### config.mk
export PLATFORM = sky130hd
export DESIGN_NAME = lane_top
export DESIGN_NICKNAME = d
export VERILOG_FILES = /design/src/design/lane_cfg_pkg.sv /design/src/design/lane_op_pkg.sv /design/src/design/lane_top.sv /design/src/design/lane_alu.sv /design/src/design/vector_regfile.sv /design/src/design/vrf_bank_arbiter.sv /design/src/design/operand_fetch.sv /design/src/design/lane_sequencer.sv
export SDC_FILE = /design/constraint.sdc
export NUM_CORES = 2
export LEC_CHECK = 0
export ABC_AREA = 0
export BUFFER_PORTS_ARGS = -buffer_cell sky130_fd_sc_hd__clkbuf_2
export CAP_MARGIN = 15
export CORE_AREA = 4 4 936 473
export CTS_BUF_LIST = sky130_fd_sc_hd__clkbuf_8
export CTS_CLUSTER_DIAMETER = 100
export DETAILED_ROUTE_END_ITERATION = 10
export DIE_AREA = 0 0 940 477
export GPL_TIMING_DRIVEN = 0
export SKIP_CTS_REPAIR_TIMING = 1
export SLEW_MARGIN = 20
export SYNTH_ARGS = -nofsm -noshare
export SYNTH_HDL_FRONTEND = slang
export SYNTH_SLANG_ARGS = --single-unit
### constraint.sdc
create_clock -name clk_i -period 6.7 [get_ports clk_i]
set_input_delay 1.34 -clock clk_i [delete_from_list [all_inputs] [get_ports clk_i]]
set_output_delay 1.34 -clock clk_i [all_outputs]
set_load 0.02 [all_outputs]
### src/design/lane_cfg_pkg.sv
package lane_cfg_pkg;

  ////////////////////////////////////////
  // Lane sizes
  ////////////////////////////////////////

  // Element width in bits
  localparam int unsigned ElenW = 32;

  // Register file shape
  localparam int unsigned NrVRegs  = 8;
  localparam int unsigned MaxVl    = 16;
  localparam int unsigned VrfElems = NrVRegs * MaxVl;

  ////////////////////////////////////////
  // Vector types
  ////////////////////////////////////////

  // One element
  typedef logic [ElenW-1:0] elen_t;

  // Register and element indices
  typedef logic [$clog2(NrVRegs)-1:0] vreg_idx_t;
  typedef logic [$clog2(MaxVl)-1:0]   elem_idx_t;

  // Vector length, wide enough to hold MaxVl itself
  typedef logic [$clog2(MaxVl):0] vl_t;

endpackage : lane_cfg_pkg
### src/design/lane_op_pkg.sv
package lane_op_pkg;

  // Operand fetch ports, one per source register
  localparam int unsigned NrFetchPorts = 2;

  // Selects the fetch port that receives read data
  typedef logic [0:0] vrf_tag_t;

  typedef enum logic [2:0] {
    OP_ADD,
    OP_SUB,
    OP_AND,
    OP_OR,
    OP_XOR,
    OP_STORE
  } alu_op_e;

  typedef struct packed {
    alu_op_e                op;
    lane_cfg_pkg::vreg_idx_t vd;
    lane_cfg_pkg::vreg_idx_t vs1;
    lane_cfg_pkg::vreg_idx_t vs2;
    lane_cfg_pkg::vl_t       vl;
  } insn_t;

  // One register file access, read or write
  typedef struct packed {
    logic                    we;
    lane_cfg_pkg::vreg_idx_t vreg;
    lane_cfg_pkg::elem_idx_t elem;
    lane_cfg_pkg::elen_t     wdata;
    vrf_tag_t                tag;
  } vrf_req_t;

  typedef struct packed {
    lane_cfg_pkg::vreg_idx_t vreg;
    lane_cfg_pkg::elem_idx_t elem;
    lane_cfg_pkg::elen_t     data;
  } ldu_wr_t;

  typedef struct packed {
    alu_op_e                 op;
    lane_cfg_pkg::vreg_idx_t vd;
    lane_cfg_pkg::elem_idx_t elem;
    lane_cfg_pkg::elen_t     vs1_data;
    lane_cfg_pkg::elen_t     vs2_data;
  } alu_item_t;

endpackage : lane_op_pkg

### src/design/lane_top.sv
`timescale 1ns/1ns

module lane_top #(
  parameter  int unsigned NrBanks = 4,
  localparam int unsigned RowW    = $clog2(lane_cfg_pkg::VrfElems / NrBanks)
) (
  input  logic                clk_i,
  input  logic                rst_ni,
  input  lane_op_pkg::insn_t  insn_i,
  input  logic                insn_valid_i,
  input  lane_op_pkg::ldu_wr_t ldu_wr_i,
  input  logic                ldu_wr_valid_i,
  output lane_cfg_pkg::elen_t stu_data_o,
  output logic                stu_valid_o,
  output logic                busy_o,
  output logic                insn_done_o
);
  import lane_cfg_pkg::*;
  import lane_op_pkg::*;

  if (NrBanks == 0 || (NrBanks & (NrBanks - 1)) != 0 || NrBanks > MaxVl)
    $error("NrBanks must be a power of two no larger than MaxVl");

  ////////////////////////////////////////
  // Sequencer and operand fetch
  ////////////////////////////////////////

  insn_t     seq_insn;
  logic      elem_req, fetch_ready, elem_done;
  elem_idx_t elem_idx;
  vrf_req_t  [1:0] rd_req;
  logic      [1:0] rd_valid, rd_gnt;
  elen_t     [NrBanks-1:0] rd_data;
  vrf_tag_t  [NrBanks-1:0] rd_tag;
  logic      [NrBanks-1:0] rd_data_valid;
  alu_item_t alu_item;
  logic      alu_valid, alu_ready;
  vrf_req_t  wb_req;
  logic      wb_valid, wb_gnt;

  // An element completes on its writeback or its store beat
  assign elem_done = wb_gnt || stu_valid_o;

  lane_sequencer u_sequencer (
    .clk_i        (clk_i),
    .rst_ni       (rst_ni),
    .insn_i       (insn_i),
    .insn_valid_i (insn_valid_i),
    .fetch_ready_i(fetch_ready),
    .elem_done_i  (elem_done),
    .elem_req_o   (elem_req),
    .elem_idx_o   (elem_idx),
    .insn_o       (seq_insn),
    .busy_o       (busy_o),
    .insn_done_o  (insn_done_o)
  );

  operand_fetch #(.NrBanks(NrBanks)) u_fetch (
    .clk_i          (clk_i),
    .rst_ni         (rst_ni),
    .elem_req_i     (elem_req),
    .elem_idx_i     (elem_idx),
    .insn_i         (seq_insn),
    .rd_req_o       (rd_req),
    .rd_valid_o     (rd_valid),
    .rd_gnt_i       (rd_gnt),
    .rd_data_i      (rd_data),
    .rd_tag_i       (rd_tag),
    .rd_data_valid_i(rd_data_valid),
    .alu_item_o     (alu_item),
    .alu_valid_o    (alu_valid),
    .alu_ready_i    (alu_ready),
    .stu_data_o     (stu_data_o),
    .stu_valid_o    (stu_valid_o),
    .fetch_ready_o  (fetch_ready)
  );

  lane_alu u_alu (
    .clk_i       (clk_i),
    .rst_ni      (rst_ni),
    .item_i      (alu_item),
    .item_valid_i(alu_valid),
    .item_ready_o(alu_ready),
    .wb_req_o    (wb_req),
    .wb_valid_o  (wb_valid),
    .wb_gnt_i    (wb_gnt)
  );

  ////////////////////////////////////////
  // Register file and its arbiter
  ////////////////////////////////////////

  vrf_req_t ldu_req;
  vrf_req_t [3:0] arb_req;
  logic     [3:0] arb_valid, arb_gnt;
  logic     [NrBanks-1:0] bank_en, bank_we;
  logic     [NrBanks-1:0][RowW-1:0] bank_row;
  elen_t    [NrBanks-1:0] bank_wdata;
  vrf_tag_t [NrBanks-1:0] bank_tag;

  assign ldu_req.we    = 1'b1;
  assign ldu_req.vreg  = ldu_wr_i.vreg;
  assign ldu_req.elem  = ldu_wr_i.elem;
  assign ldu_req.wdata = ldu_wr_i.data;
  assign ldu_req.tag   = '0;

  // Index order is grant priority
  assign arb_req   = {rd_req, wb_req, ldu_req};
  assign arb_valid = {rd_valid, wb_valid, ldu_wr_valid_i};
  assign wb_gnt    = arb_gnt[1];
  assign rd_gnt    = arb_gnt[3:2];

  vrf_bank_arbiter #(.NrBanks(NrBanks)) u_arbiter (
    .clk_i       (clk_i),
    .rst_ni      (rst_ni),
    .req_i       (arb_req),
    .req_valid_i (arb_valid),
    .gnt_o       (arb_gnt),
    .bank_en_o   (bank_en),
    .bank_we_o   (bank_we),
    .bank_row_o  (bank_row),
    .bank_wdata_o(bank_wdata),
    .bank_tag_o  (bank_tag)
  );

  vector_regfile #(.NrBanks(NrBanks)) u_vrf (
    .clk_i          (clk_i),
    .rst_ni         (rst_ni),
    .bank_en_i      (bank_en),
    .bank_we_i      (bank_we),
    .bank_row_i     (bank_row),
    .bank_wdata_i   (bank_wdata),
    .bank_tag_i     (bank_tag),
    .rd_data_o      (rd_data),
    .rd_tag_o       (rd_tag),
    .rd_data_valid_o(rd_data_valid)
  );

endmodule : lane_top

### src/design/lane_alu.sv
`timescale 1ns/1ns

module lane_alu (
  input  logic                   clk_i,
  input  logic                   rst_ni,
  input  lane_op_pkg::alu_item_t item_i,
  input  logic                   item_valid_i,
  output logic                   item_ready_o,
  output lane_op_pkg::vrf_req_t  wb_req_o,
  output logic                   wb_valid_o,
  input  logic                   wb_gnt_i
);
  import lane_cfg_pkg::*;
  import lane_op_pkg::*;

  elen_t    result;
  logic     full_q;
  vrf_req_t wb_q;
  logic     accept;

  // Sub follows the RVV order, vs2 - vs1
  always_comb begin
    unique case (item_i.op)
      OP_ADD:  result = item_i.vs2_data + item_i.vs1_data;
      OP_SUB:  result = item_i.vs2_data - item_i.vs1_data;
      OP_AND:  result = item_i.vs2_data & item_i.vs1_data;
      OP_OR:   result = item_i.vs2_data | item_i.vs1_data;
      OP_XOR:  result = item_i.vs2_data ^ item_i.vs1_data;
      default: result = item_i.vs2_data;
    endcase
  end

  // One result slot, refilled only once drained
  assign item_ready_o = !full_q;
  assign accept       = item_valid_i && item_ready_o;

  always_ff @(posedge clk_i or negedge rst_ni) begin
    if (!rst_ni) begin
      full_q <= 1'b0;
    end else if (accept) begin
      full_q <= 1'b1;
    end else if (wb_gnt_i) begin
      full_q <= 1'b0;
    end
  end

  always_ff @(posedge clk_i) begin
    if (accept) begin
      wb_q.we    <= 1'b1;
      wb_q.vreg  <= item_i.vd;
      wb_q.elem  <= item_i.elem;
      wb_q.wdata <= result;
      wb_q.tag   <= '0;
    end
  end

  assign wb_req_o   = wb_q;
  assign wb_valid_o = full_q;

endmodule : lane_alu

### src/design/vector_regfile.sv
`timescale 1ns/1ns

module vector_regfile #(
  parameter  int unsigned NrBanks = 4,
  localparam int unsigned Depth   = lane_cfg_pkg::VrfElems / NrBanks,
  localparam int unsigned RowW    = $clog2(Depth)
) (
  input  logic                                          clk_i,
  input  logic                                          rst_ni,
  input  logic                  [NrBanks-1:0]           bank_en_i,
  input  logic                  [NrBanks-1:0]           bank_we_i,
  input  logic                  [NrBanks-1:0][RowW-1:0] bank_row_i,
  input  lane_cfg_pkg::elen_t   [NrBanks-1:0]           bank_wdata_i,
  input  lane_op_pkg::vrf_tag_t [NrBanks-1:0]           bank_tag_i,
  output lane_cfg_pkg::elen_t   [NrBanks-1:0]           rd_data_o,
  output lane_op_pkg::vrf_tag_t [NrBanks-1:0]           rd_tag_o,
  output logic                  [NrBanks-1:0]           rd_data_valid_o
);
  import lane_cfg_pkg::*;
  import lane_op_pkg::*;

  logic [NrFetchPorts-1:0][NrBanks-1:0] tag_hit;

  for (genvar b = 0; b < NrBanks; b++) begin : gen_bank
    elen_t    mem_q [Depth];
    elen_t    rdata_q;
    vrf_tag_t rtag_q;

    always_ff @(posedge clk_i) begin
      if (bank_en_i[b]) begin
        if (bank_we_i[b]) mem_q[bank_row_i[b]] <= bank_wdata_i[b];
        else rdata_q <= mem_q[bank_row_i[b]];
      end
      rtag_q <= bank_tag_i[b];
    end

    assign rd_data_o[b] = rdata_q;
    assign rd_tag_o[b]  = rtag_q;
  end

  // Read data comes back one cycle after the grant
  always_ff @(posedge clk_i or negedge rst_ni) begin
    if (!rst_ni) begin
      rd_data_valid_o <= '0;
    end else begin
      rd_data_valid_o <= bank_en_i & ~bank_we_i;
    end
  end

  always_comb begin
    for (int t = 0; t < NrFetchPorts; t++) begin
      for (int b = 0; b < NrBanks; b++) begin
        tag_hit[t][b] = rd_data_valid_o[b] && (rd_tag_o[b] == vrf_tag_t'(t));
      end
    end
  end

  for (genvar t = 0; t < NrFetchPorts; t++) begin : gen_tag_check
    a_one_bank_per_tag: assert property (
      @(posedge clk_i) disable iff (!rst_ni) $onehot0(tag_hit[t])
    );
  end

endmodule : vector_regfile

### src/design/vrf_bank_arbiter.sv
`timescale 1ns/1ns

module vrf_bank_arbiter #(
  parameter  int unsigned NrBanks = 4,
  localparam int unsigned NrReqs  = 4,
  localparam int unsigned RowW    = $clog2(lane_cfg_pkg::VrfElems / NrBanks)
) (
  input  logic                                         clk_i,
  input  logic                                         rst_ni,
  input  lane_op_pkg::vrf_req_t [NrReqs-1:0]           req_i,
  input  logic                  [NrReqs-1:0]           req_valid_i,
  output logic                  [NrReqs-1:0]           gnt_o,
  output logic                  [NrBanks-1:0]          bank_en_o,
  output logic                  [NrBanks-1:0]          bank_we_o,
  output logic                  [NrBanks-1:0][RowW-1:0] bank_row_o,
  output lane_cfg_pkg::elen_t   [NrBanks-1:0]          bank_wdata_o,
  output lane_op_pkg::vrf_tag_t [NrBanks-1:0]          bank_tag_o
);
  import lane_cfg_pkg::*;
  import lane_op_pkg::*;

  // Requester 0 is the load port, 1 the ALU writeback, 2 and 3 the fetch ports
  always_comb begin
    int unsigned bank;
    int unsigned flat;
    gnt_o        = '0;
    bank_en_o    = '0;
    bank_we_o    = '0;
    bank_row_o   = '0;
    bank_wdata_o = '0;
    bank_tag_o   = '0;
    // Requesters walked from the highest priority down
    for (int r = 0; r < NrReqs; r++) begin
      flat = int'(req_i[r].vreg) * MaxVl + int'(req_i[r].elem);
      // Neighbouring elements of a register land in neighbouring banks
      bank = (int'(req_i[r].vreg) + int'(req_i[r].elem)) % NrBanks;
      if (req_valid_i[r] && !bank_en_o[bank]) begin
        gnt_o[r]           = 1'b1;
        bank_en_o[bank]    = 1'b1;
        bank_we_o[bank]    = req_i[r].we;
        bank_row_o[bank]   = RowW'(flat / NrBanks);
        bank_wdata_o[bank] = req_i[r].wdata;
        bank_tag_o[bank]   = req_i[r].tag;
      end
    end
  end

  // A request that loses arbitration is held unchanged
  for (genvar r = 1; r < NrReqs; r++) begin : gen_hold_check
    a_req_held: assert property (
      @(posedge clk_i) disable iff (!rst_ni)
      req_valid_i[r] && !gnt_o[r] |=> req_valid_i[r] && $stable(req_i[r])
    );
  end

endmodule : vrf_bank_arbiter

### src/design/operand_fetch.sv
`timescale 1ns/1ns

module operand_fetch #(
  parameter int unsigned NrBanks = 4
) (
  input  logic                                  clk_i,
  input  logic                                  rst_ni,
  input  logic                                  elem_req_i,
  input  lane_cfg_pkg::elem_idx_t               elem_idx_i,
  input  lane_op_pkg::insn_t                    insn_i,
  output lane_op_pkg::vrf_req_t   [1:0]         rd_req_o,
  output logic                    [1:0]         rd_valid_o,
  input  logic                    [1:0]         rd_gnt_i,
  input  lane_cfg_pkg::elen_t     [NrBanks-1:0] rd_data_i,
  input  lane_op_pkg::vrf_tag_t   [NrBanks-1:0] rd_tag_i,
  input  logic                    [NrBanks-1:0] rd_data_valid_i,
  output lane_op_pkg::alu_item_t                alu_item_o,
  output logic                                  alu_valid_o,
  input  logic                                  alu_ready_i,
  output lane_cfg_pkg::elen_t                   stu_data_o,
  output logic                                  stu_valid_o,
  output logic                                  fetch_ready_o
);
  import lane_cfg_pkg::*;
  import lane_op_pkg::*;

  // Port 0 reads vs1, port 1 reads vs2
  logic                          active_q;
  elem_idx_t                     elem_q;
  logic     [NrFetchPorts-1:0]   pend_q;
  logic     [NrFetchPorts-1:0]   have_q;
  elen_t    [NrFetchPorts-1:0]   opnd_q;
  logic     [NrFetchPorts-1:0]   ret_valid;
  elen_t    [NrFetchPorts-1:0]   ret_data;
  logic                          is_store;
  logic                          consume;

  assign is_store = (insn_i.op == OP_STORE);

  always_comb begin
    for (int p = 0; p < NrFetchPorts; p++) begin
      rd_req_o[p].we    = 1'b0;
      rd_req_o[p].vreg  = (p == 0) ? insn_i.vs1 : insn_i.vs2;
      rd_req_o[p].elem  = elem_q;
      rd_req_o[p].wdata = '0;
      rd_req_o[p].tag   = vrf_tag_t'(p);
    end
  end
  assign rd_valid_o = pend_q;

  // Pick up the bank that answers each port
  always_comb begin
    ret_valid = '0;
    ret_data  = '0;
    for (int p = 0; p < NrFetchPorts; p++) begin
      for (int b = 0; b < NrBanks; b++) begin
        if (rd_data_valid_i[b] && (rd_tag_i[b] == vrf_tag_t'(p))) begin
          ret_valid[p] = 1'b1;
          ret_data[p]  = rd_data_i[b];
        end
      end
    end
  end

  // Stores only need vs2
  assign stu_valid_o = active_q && is_store && have_q[1];
  assign stu_data_o  = opnd_q[1];

  assign alu_valid_o         = active_q && !is_store && (&have_q);
  assign alu_item_o.op       = insn_i.op;
  assign alu_item_o.vd       = insn_i.vd;
  assign alu_item_o.elem     = elem_q;
  assign alu_item_o.vs1_data = opnd_q[0];
  assign alu_item_o.vs2_data = opnd_q[1];

  assign consume       = stu_valid_o || (alu_valid_o && alu_ready_i);
  assign fetch_ready_o = !active_q || consume;

  always_ff @(posedge clk_i or negedge rst_ni) begin
    if (!rst_ni) begin
      active_q <= 1'b0;
      pend_q   <= '0;
      have_q   <= '0;
    end else if (elem_req_i) begin
      active_q <= 1'b1;
      pend_q   <= {1'b1, !is_store};
      have_q   <= '0;
    end else begin
      if (consume) active_q <= 1'b0;
      pend_q <= pend_q & ~rd_gnt_i;
      have_q <= have_q | ret_valid;
    end
  end

  always_ff @(posedge clk_i) begin
    if (elem_req_i) elem_q <= elem_idx_i;
    for (int p = 0; p < NrFetchPorts; p++) begin
      if (ret_valid[p]) opnd_q[p] <= ret_data[p];
    end
  end

endmodule : operand_fetch

### src/design/lane_sequencer.sv
`timescale 1ns/1ns

module lane_sequencer (
  input  logic                    clk_i,
  input  logic                    rst_ni,
  input  lane_op_pkg::insn_t      insn_i,
  input  logic                    insn_valid_i,
  input  logic                    fetch_ready_i,
  input  logic                    elem_done_i,
  output logic                    elem_req_o,
  output lane_cfg_pkg::elem_idx_t elem_idx_o,
  output lane_op_pkg::insn_t      insn_o,
  output logic                    busy_o,
  output logic                    insn_done_o
);
  import lane_cfg_pkg::*;
  import lane_op_pkg::*;

  typedef enum logic [1:0] {IDLE, ISSUE, DRAIN} state_e;

  state_e state_q, state_d;
  insn_t  insn_q;
  vl_t    issue_cnt_q;
  vl_t    done_cnt_q;
  logic   issue_last;
  logic   done_last;

  assign busy_o     = (state_q != IDLE);
  assign elem_req_o = (state_q == ISSUE) && fetch_ready_i;
  assign elem_idx_o = elem_idx_t'(issue_cnt_q);
  assign insn_o     = insn_q;

  assign issue_last = (issue_cnt_q + vl_t'(1) == insn_q.vl);
  // Last completion of the instruction
  assign done_last  = (state_q == DRAIN) && elem_done_i && (done_cnt_q + vl_t'(1) == insn_q.vl);

  always_comb begin
    state_d = state_q;
    unique case (state_q)
      IDLE:  if (insn_valid_i) state_d = ISSUE;
      ISSUE: if (elem_req_o && issue_last) state_d = DRAIN;
      DRAIN: if (done_last) state_d = IDLE;
      default: state_d = IDLE;
    endcase
  end

  always_ff @(posedge clk_i or negedge rst_ni) begin
    if (!rst_ni) begin
      state_q     <= IDLE;
      issue_cnt_q <= '0;
      done_cnt_q  <= '0;
      insn_done_o <= 1'b0;
    end else begin
      state_q     <= state_d;
      insn_done_o <= done_last;
      if (state_q == IDLE) begin
        issue_cnt_q <= '0;
        done_cnt_q  <= '0;
      end else begin
        if (elem_req_o) issue_cnt_q <= issue_cnt_q + vl_t'(1);
        if (elem_done_i) done_cnt_q <= done_cnt_q + vl_t'(1);
      end
    end
  end

  // Instruction stays put until the next one arrives
  always_ff @(posedge clk_i) begin
    if (state_q == IDLE && insn_valid_i) insn_q <= insn_i;
  end

  a_no_insn_while_busy: assert property (
    @(posedge clk_i) disable iff (!rst_ni) insn_valid_i |-> !busy_o
  );

endmodule : lane_sequencer

* After elaboration in Yosys (flattened, before gate mapping)
Memories as Yosys holds them, arrays and structs flattened. A register that Yosys moved wholly into a read port is not among the register bits. Cells that the tools add are included.
Storage, ports and cells: register bits 151, latch bits 0, RAM bits 4096, bits in read-only memories 0, bits of input ports 60, memories 4
Operators by class: $add $sub $neg 12, multiply operators 0, divide/modulo/power cells 0, $lt $le $gt $ge 8, equal/unequal tests 12, shifts and indexed selects 0, muxes and demuxes 96, bitwise gates (word level) 29, reductions and logical operators 49
Memories:
- u_vrf.gen_bank[0].mem_q | words 32, bits a word 32, read ports 1, clocked after memory_dff 1, wr ports 1, RTL line vector_regfile.sv:25 | elen_t mem_q [Depth];
- u_vrf.gen_bank[1].mem_q | words 32, bits a word 32, read ports 1, clocked after memory_dff 1, wr ports 1, RTL line vector_regfile.sv:25
- u_vrf.gen_bank[2].mem_q | words 32, bits a word 32, read ports 1, clocked after memory_dff 1, wr ports 1, RTL line vector_regfile.sv:25
- u_vrf.gen_bank[3].mem_q | words 32, bits a word 32, read ports 1, clocked after memory_dff 1, wr ports 1, RTL line vector_regfile.sv:25
Operators by type and width (count):
- 128-bit 2-to-1 mux | 4
- 128-bit bitwise AND | 3
- 32-bit 2-to-1 mux | 12
- 32-bit demux with 2-bit select | 4
- 128-bit NOT | 2
- 32-bit one-hot mux with 5 select lines | 1
- 128-bit bitwise mux | 1
- 20-bit 2-to-1 mux | 4
- 20-bit bitwise mux | 3
- 5-bit demux with 2-bit select | 4
- 5-bit 2-to-1 mux | 8
- 1-bit 2-to-1 mux | 35
- 32-bit adder | 1
- 32-bit bitwise AND | 1
- 32-bit OR | 1
- 32-bit subtractor | 1
- 32-bit XOR | 1
- 7-bit by 4-bit adder with 7-bit output | 4
- 1-bit logical AND | 26
- 4-bit 2-to-1 mux | 6
- 20-bit bitwise AND | 1
- 4-bit bitwise AND | 3
- 2-bit by 3-bit less-than comparator with 1-bit output (second input constant) | 4
- 4-bit NOT | 3
- other kinds (27) | 73

* Depth between registers and ports, before layout
depth after elaboration 24, gate-level depth with buffers 17, mapped depth without buffers 17

* Modules after synthesis
Synthesis repeated with hierarchy kept, for this count alone.
Unflattened totals: cell total of the unflattened synthesis 10557, area total of the unflattened synthesis 177502.7 um2
By module, submodules not included:
- vector_regfile | times used 1, cells an instance 8453, area each 159995.9 um2, seq. area each 127021.8 um2
- lane_alu | times used 1, cells an instance 789, area each 5888.1 um2, seq. area each 1196.1 um2
- operand_fetch | times used 1, cells an instance 570, area each 5784.3 um2, seq. area each 2167.1 um2
- vrf_bank_arbiter | times used 1, cells an instance 643, area each 4493.1 um2, seq. area each 0.0 um2
- lane_sequencer | times used 1, cells an instance 99, area each 1327.5 um2, seq. area each 835.8 um2
- lane_top | times used 1, cells an instance 3, area each 13.8 um2, seq. area each 0.0 um2

* Worst setup path before layout
OpenSTA, ideal clock, no wires.
kind input port to flip-flop, start point input port ldu_wr_i[32] (netlist bit), end point memory u_vrf.gen_bank[0].mem_q[10][0] (netlist bit) (enable), library setup time 0.421 ns, arrival 6.662 ns, required time 6.279 ns, slack -0.383 ns, stages on the path 8, buffers on the path 0, path through ha_1 > xor3_1 > nor2_1 > nor3b_1 > nand2_1 > nand2_1 > nand3_1 > nor2_1
Between the ends: cells in the longest elaborated chain, start to end 24
Ends and longest elaborated chain:
- from (decl) | RTL line lane_top.sv:11 | input lane_op_pkg::ldu_wr_t ldu_wr_i,
- 2-bit adder | RTL line vrf_bank_arbiter.sv:36 | bank = (int'(req_i[r].vreg) + int'(req_i[r].elem)) % NrBanks;
- 2-bit by 3-bit less-than comparator with 1-bit output (not written as such), or another cell as far along | RTL line vrf_bank_arbiter.sv:39, vrf_bank_arbiter.sv:40, vrf_bank_arbiter.sv:41
- 1-bit logical AND (not written as such) / 1-bit 2-to-1 mux (equally long branches)
- 1-bit 2-to-1 mux / 1-bit zero test (equally long branches)
- 1-bit demux with 2-bit select / 1-bit logical AND (equally long branches)
- 4-bit 2-to-1 mux | RTL line vrf_bank_arbiter.sv:37 | if (req_valid_i[r] && !bank_en_o[bank]) begin
- 1-bit binary-select mux with 2-bit select | RTL line vrf_bank_arbiter.sv:37
- 1-bit 2-to-1 mux (not written as such) | RTL line vrf_bank_arbiter.sv:37
- [... 8 more ...]
- 1-bit binary-select mux with 2-bit select | RTL line vrf_bank_arbiter.sv:37
- 1-bit 2-to-1 mux (not written as such) | RTL line vrf_bank_arbiter.sv:37
- 1-bit zero test | RTL line vrf_bank_arbiter.sv:37
- 1-bit logical AND | RTL line vrf_bank_arbiter.sv:37
- 4-bit 2-to-1 mux | RTL line vrf_bank_arbiter.sv:37
- 1-bit 2-to-1 mux | RTL line vector_regfile.sv:31 | if (bank_we_i[b]) mem_q[bank_row_i[b]] <= bank_wdata_i[b];
- 1-bit 2-to-1 mux | RTL line vector_regfile.sv:30 | if (bank_en_i[b]) begin
- 1-bit 2-to-1 mux (not written as such) | RTL line vector_regfile.sv:31
- to (decl) | RTL line vector_regfile.sv:25
Parallel ways exist; a longest one is shown, timed or not. The select of a mux whose other input is x is not followed.

* Final worst setup path
start point register u_alu.wb_q (netlist bit u_alu.wb_req_o[37]), end point memory u_vrf.gen_bank[1].mem_q[1][12] (netlist bit) (enable)
Between the ends: cells in the longest elaborated chain, start to end 20
Ends and longest elaborated chain:
- from (decl) | RTL line lane_alu.sv:18 | vrf_req_t wb_q;
- 2-bit adder | RTL line vrf_bank_arbiter.sv:36
- 2-bit by 3-bit less-than comparator with 1-bit output (not written as such) / 2-bit by 1-bit >= comparator with 1-bit output (equally long branches) | RTL line vrf_bank_arbiter.sv:39, vrf_bank_arbiter.sv:40, vrf_bank_arbiter.sv:41
- 1-bit logical AND (not written as such) | RTL line vrf_bank_arbiter.sv:39, vrf_bank_arbiter.sv:40, vrf_bank_arbiter.sv:41
- 1-bit 2-to-1 mux (not written as such) | RTL line vrf_bank_arbiter.sv:39, vrf_bank_arbiter.sv:40
- 1-bit demux with 2-bit select
- 4-bit OR (no line)
- 4-bit 2-to-1 mux | RTL line vrf_bank_arbiter.sv:37
- 1-bit binary-select mux with 2-bit select | RTL line vrf_bank_arbiter.sv:37
- [... 4 more ...]
- 1-bit binary-select mux with 2-bit select | RTL line vrf_bank_arbiter.sv:37
- 1-bit 2-to-1 mux (not written as such) | RTL line vrf_bank_arbiter.sv:37
- 1-bit zero test | RTL line vrf_bank_arbiter.sv:37
- 1-bit logical AND | RTL line vrf_bank_arbiter.sv:37
- 4-bit 2-to-1 mux | RTL line vrf_bank_arbiter.sv:37
- 1-bit 2-to-1 mux | RTL line vector_regfile.sv:31
- 1-bit 2-to-1 mux | RTL line vector_regfile.sv:30
- 1-bit 2-to-1 mux (not written as such) | RTL line vector_regfile.sv:31
- to (decl) | RTL line vector_regfile.sv:25
Parallel ways exist; a longest one is shown, timed or not. The select of a mux whose other input is x is not followed.

==> reports/metrics.cfg <==
[sta]
slew-limit-headroom = 0.1401
hold_slack_ns = 0.2798
finalHoldViolCount = 0
slew_violations = 0
report.final.setup_viol = 0
setup_repair_after_global_routing_missed_its_margin = false
maxClockFrequency_ghz = 0.1493
worst_clock_skew_ns = 0.09629
period_share = 0.9995
worst_slew_pin_slew_ns = 1.290
finalCriticalPeriod_ns = 6.697

[drt]
post_drt_wl_per_cell_um = 32.03
detailroute.via_count = 105422
routed_wl_um = 557400
antenna_left = 0
detail_route.drc_violations = 0
drt-pass1-iter-count = 9
drt_iter0_markers = 15864
via_per_instance_ratio = 6.058

[floorplanning]
core_region_area_um2 = 433300
floorplan.initialDensity = 0.3997
area_enclosed_by_the_die_boundary_um2 = 448400
placementRows = 171
floorplan.die.height_um = 477
io_pins = 95
die_w_um = 940

[global_routing]
grt_first_pass_wirelength_um = 770800
number_of_global_route_vias_before_repair = 99972
grt.overflow.total = 0
grt_max_degree = 34
grt_antenna_before_repair = 49
grt.total_usage = 0.2392

[critical_path]
most_used_cell_cp = sky130_fd_sc_hd__clkbuf_1
timing.critical_path.fanout_max = 18
worstPathRequired_ns = 7.49
slowest_delay_ns = 0.87
crit_path_cell_trace = ha_1 > nand2_1 > o22ai_4 > a21oi_4 > a21oi_2 > clkbuf_1 > clkbuf_1 > nand3_1 > nor2_4 > buf_16
worstSetupEndpointType = flip-flop
timing.critical_path.arrival_ns = 7.49
ff2ff_path_depth = 10
worstSetupPathType = flip-flop to flip-flop
timing.critical_path.from_type = flip-flop
setup.reg_to_reg.worst_slack_ns = 0.003
critical-path-slowest-cell = sky130_fd_sc_hd__nor2_4

[placement]
post-place-cells = 16265
routability_driven_placement_congestion_ratio = 0.9879
io_buffer_count = 93
detailed_placement_hpwl_um = 384600

[power_and_ir_drop]
power.static_leakage_nw = 65.23
p_int_w = 0.04221
power_frac_seq = 0.531
switching_share = 0.2763
pwr_density_cell_nw_per_um2 = 294.0
power_w = 0.05832
max-vdd-ir-drop_mv = 0.1930
net-switching-power_w = 0.01612
power_frac_comb = 0.127
power_frac_clock = 0.342

[min_path]
worst_hold_check_path_type = primary input to async pin

[synthesis]
syn-num-nets = 10343
netlist_area_um2 = 173200
yosysTopAreaCell = sky130_fd_sc_hd__edfxtp_1
synth_top_cells_by_area = sky130_fd_sc_hd__edfxtp_1 75%, sky130_fd_sc_hd__mux4_2 5.8%, sky130_fd_sc_hd__nand2_1 2.6%, sky130_fd_sc_hd__a21oi_1 2.5%, sky130_fd_sc_hd__mux2i_1 2.2%
asyncSetResetFlopFracSynth = 0.005257
synthesized_netlist_cell_count = 10180
dominantRegCellSynth = sky130_fd_sc_hd__edfxtp_1
ys_seq_area_frac = 0.7577
synth.top_cell.area_share = 0.7539
synthesis.area_per_instance_um2 = 17.01
post_synth_most_frequent_cells = 4,348 x sky130_fd_sc_hd__edfxtp_1, 1,208 x sky130_fd_sc_hd__nand2_1, 862 x sky130_fd_sc_hd__a21oi_1
synth.most_common_cell = sky130_fd_sc_hd__edfxtp_1
yosys_warnings = 0
synth_enable_flop_cells = 4348
count_of_state_elements_after_synthesis = 4375
ys_types = 79

[clock_network]
clock_tree.root_cell = sky130_fd_sc_hd__clkbuf_8
cts-buffers-inserted = 637
worstSkewPairLatency_ns = 1.14
tritoncts_clock_tree = done
h-tree-depth = 6
clock-sinks = 4375
largest_buffer_count_on_any_clock_path = 4
clkTransAtPathRegs_ns = 0.07

[layout]
syn2layout_area_growth_pct = 14.55
final_nets = 11274
share_of_layout_cells_above_drive_strength_1 = 0.1746
layout.core_utilization = 0.4579
fin_cells = 17403

[status]
status = finished clean

[run]
maxCapViolCount = 0

==> sequential cells by signal, summed over array words and instances, names as in the netlist, 5 cells and up <==
signal,count
u_vrf.gen_bank.mem_q,4096
u_fetch.alu_item_o,32
u_alu.wb_req_o,39
u_vrf.gen_bank.rdata_q,128
u_fetch.stu_data_o,32
u_sequencer.done_cnt_q,5
u_sequencer.issue_cnt_q,5
u_sequencer.insn_o,17
==> logic make-up (layout without fill, tap and decap cells) <==
kind of cell / Yosys count / in the layout / synth area share
AOI/OAI and AO/OA: 2150 / 2150 / 0.08478
xor gates and xnor gates: 76 / 76 / 0.004436
adders and majority gates: 103 / 103 / 0.007485
buffers and inverters: 756 / 2160 / 0.01916
DFF: 4375 / 4375 / 0.7577
muxes: 837 / 837 / 0.08081
other: 0 / 24 / 0
and+or+nand+nor: 1883 / 1883 / 0.04565
==> per-stage QoR <==
stage | worst slack, ns | area (um2) | setup TNS (ns)
floorplan | 0.1426 | 173200 | 0
global placement | -3.811 | 180900 | -
detailed placement | -0.8539 | 186900 | -575.93
CTS | 0.1279 | 198200 | 0
global route | 0.01318 | 198300 | 0
finish | 0.003148 | 198400 | 0
==> power groups by stage <==
stage          sequential [W]  clock (W)  combinational (W)
2_1_floorplan          0.0314          0            0.00381
3_3_place_gp           0.0316          0            0.00694
3_5_place_dp           0.0315          0            0.00722
4_1_cts                0.0309     0.0201            0.00725
5_1_grt                0.0309     0.0214            0.00770
6_report               0.0310     0.0199            0.00742
==> final timing paths <==
check                                       start                        endpoint
min in group clk_i                      insn_i[2]           u_sequencer.insn_o[2]
hold / removal                             rst_ni       u_sequencer.done_cnt_q[2]
hold reg to reg            u_sequencer.insn_o[11]              u_alu.wb_req_o[37]
setup reg to reg               u_alu.wb_req_o[37]  u_vrf.gen_bank[1].mem_q[1][12]
setup / recovery               u_alu.wb_req_o[37]  u_vrf.gen_bank[1].mem_q[1][12]
max in group asynchronous                  rst_ni           u_fetch.rd_valid_o[0]
==> area by class of cell <==
class,count,area [um2]
inverter,78,292.8
multi-input combinational,5049,39990
buffer,678,3035
timing repair buffer,292,5244
clock inverter,448,2163
antenna,24,60.06
clock buffer,664,9139
sequential,4375,131200
fill,36968,234900
tap,5795,7251
==> layer usage <==
metal  vias up  share of wire  global-route usage
li1      42933              -                   -
met1     54590           0.40              0.3373
met2      6761           0.44              0.3577
met3      1116           0.11             0.05979
met4        22          0.044             0.09566
met5         -        0.00087            0.001058
==> placed cells by master, fill, tap and decap left out, drive strengths merged, types with 8 or more instances in the layout <==
cell      count
edfxtp     4348
nand2      1211
clkbuf     1171
a21oi       864
buf         463
mux4        449
a221oi      391
mux2i       388
nor2        340
inv         299
a22oi       283
clkinv      203
a32oi       193
o21ai       143
a22o        129
ha          102
nand4        99
nor4         66
xnor2        52
a221o        39
nand3        39
nor3         30
o22ai        29
diode        24
dfrtp        23
nand2b       19
a21o         17
xor2         17
and2         17
clkinvlp     15
nor2b        12
and3         11
or3          10
or4           9
bufinv        9
a211oi        9
o31ai         8
==> critical path, delay by kind of cell, from the launching register on <==
| kind | cells | cell delay (ns) |
|---|---|---|
| and+or+nand+nor | 3 | 1.98 |
| buffers and inverters | 3 | 1.88 |
| DFF | 1 | 0.57 |
| AOI/OAI and AO/OA | 3 | 1.39 |
| adders and majority gates | 1 | 0.46 |
Power figures use the tool's default switching activity.
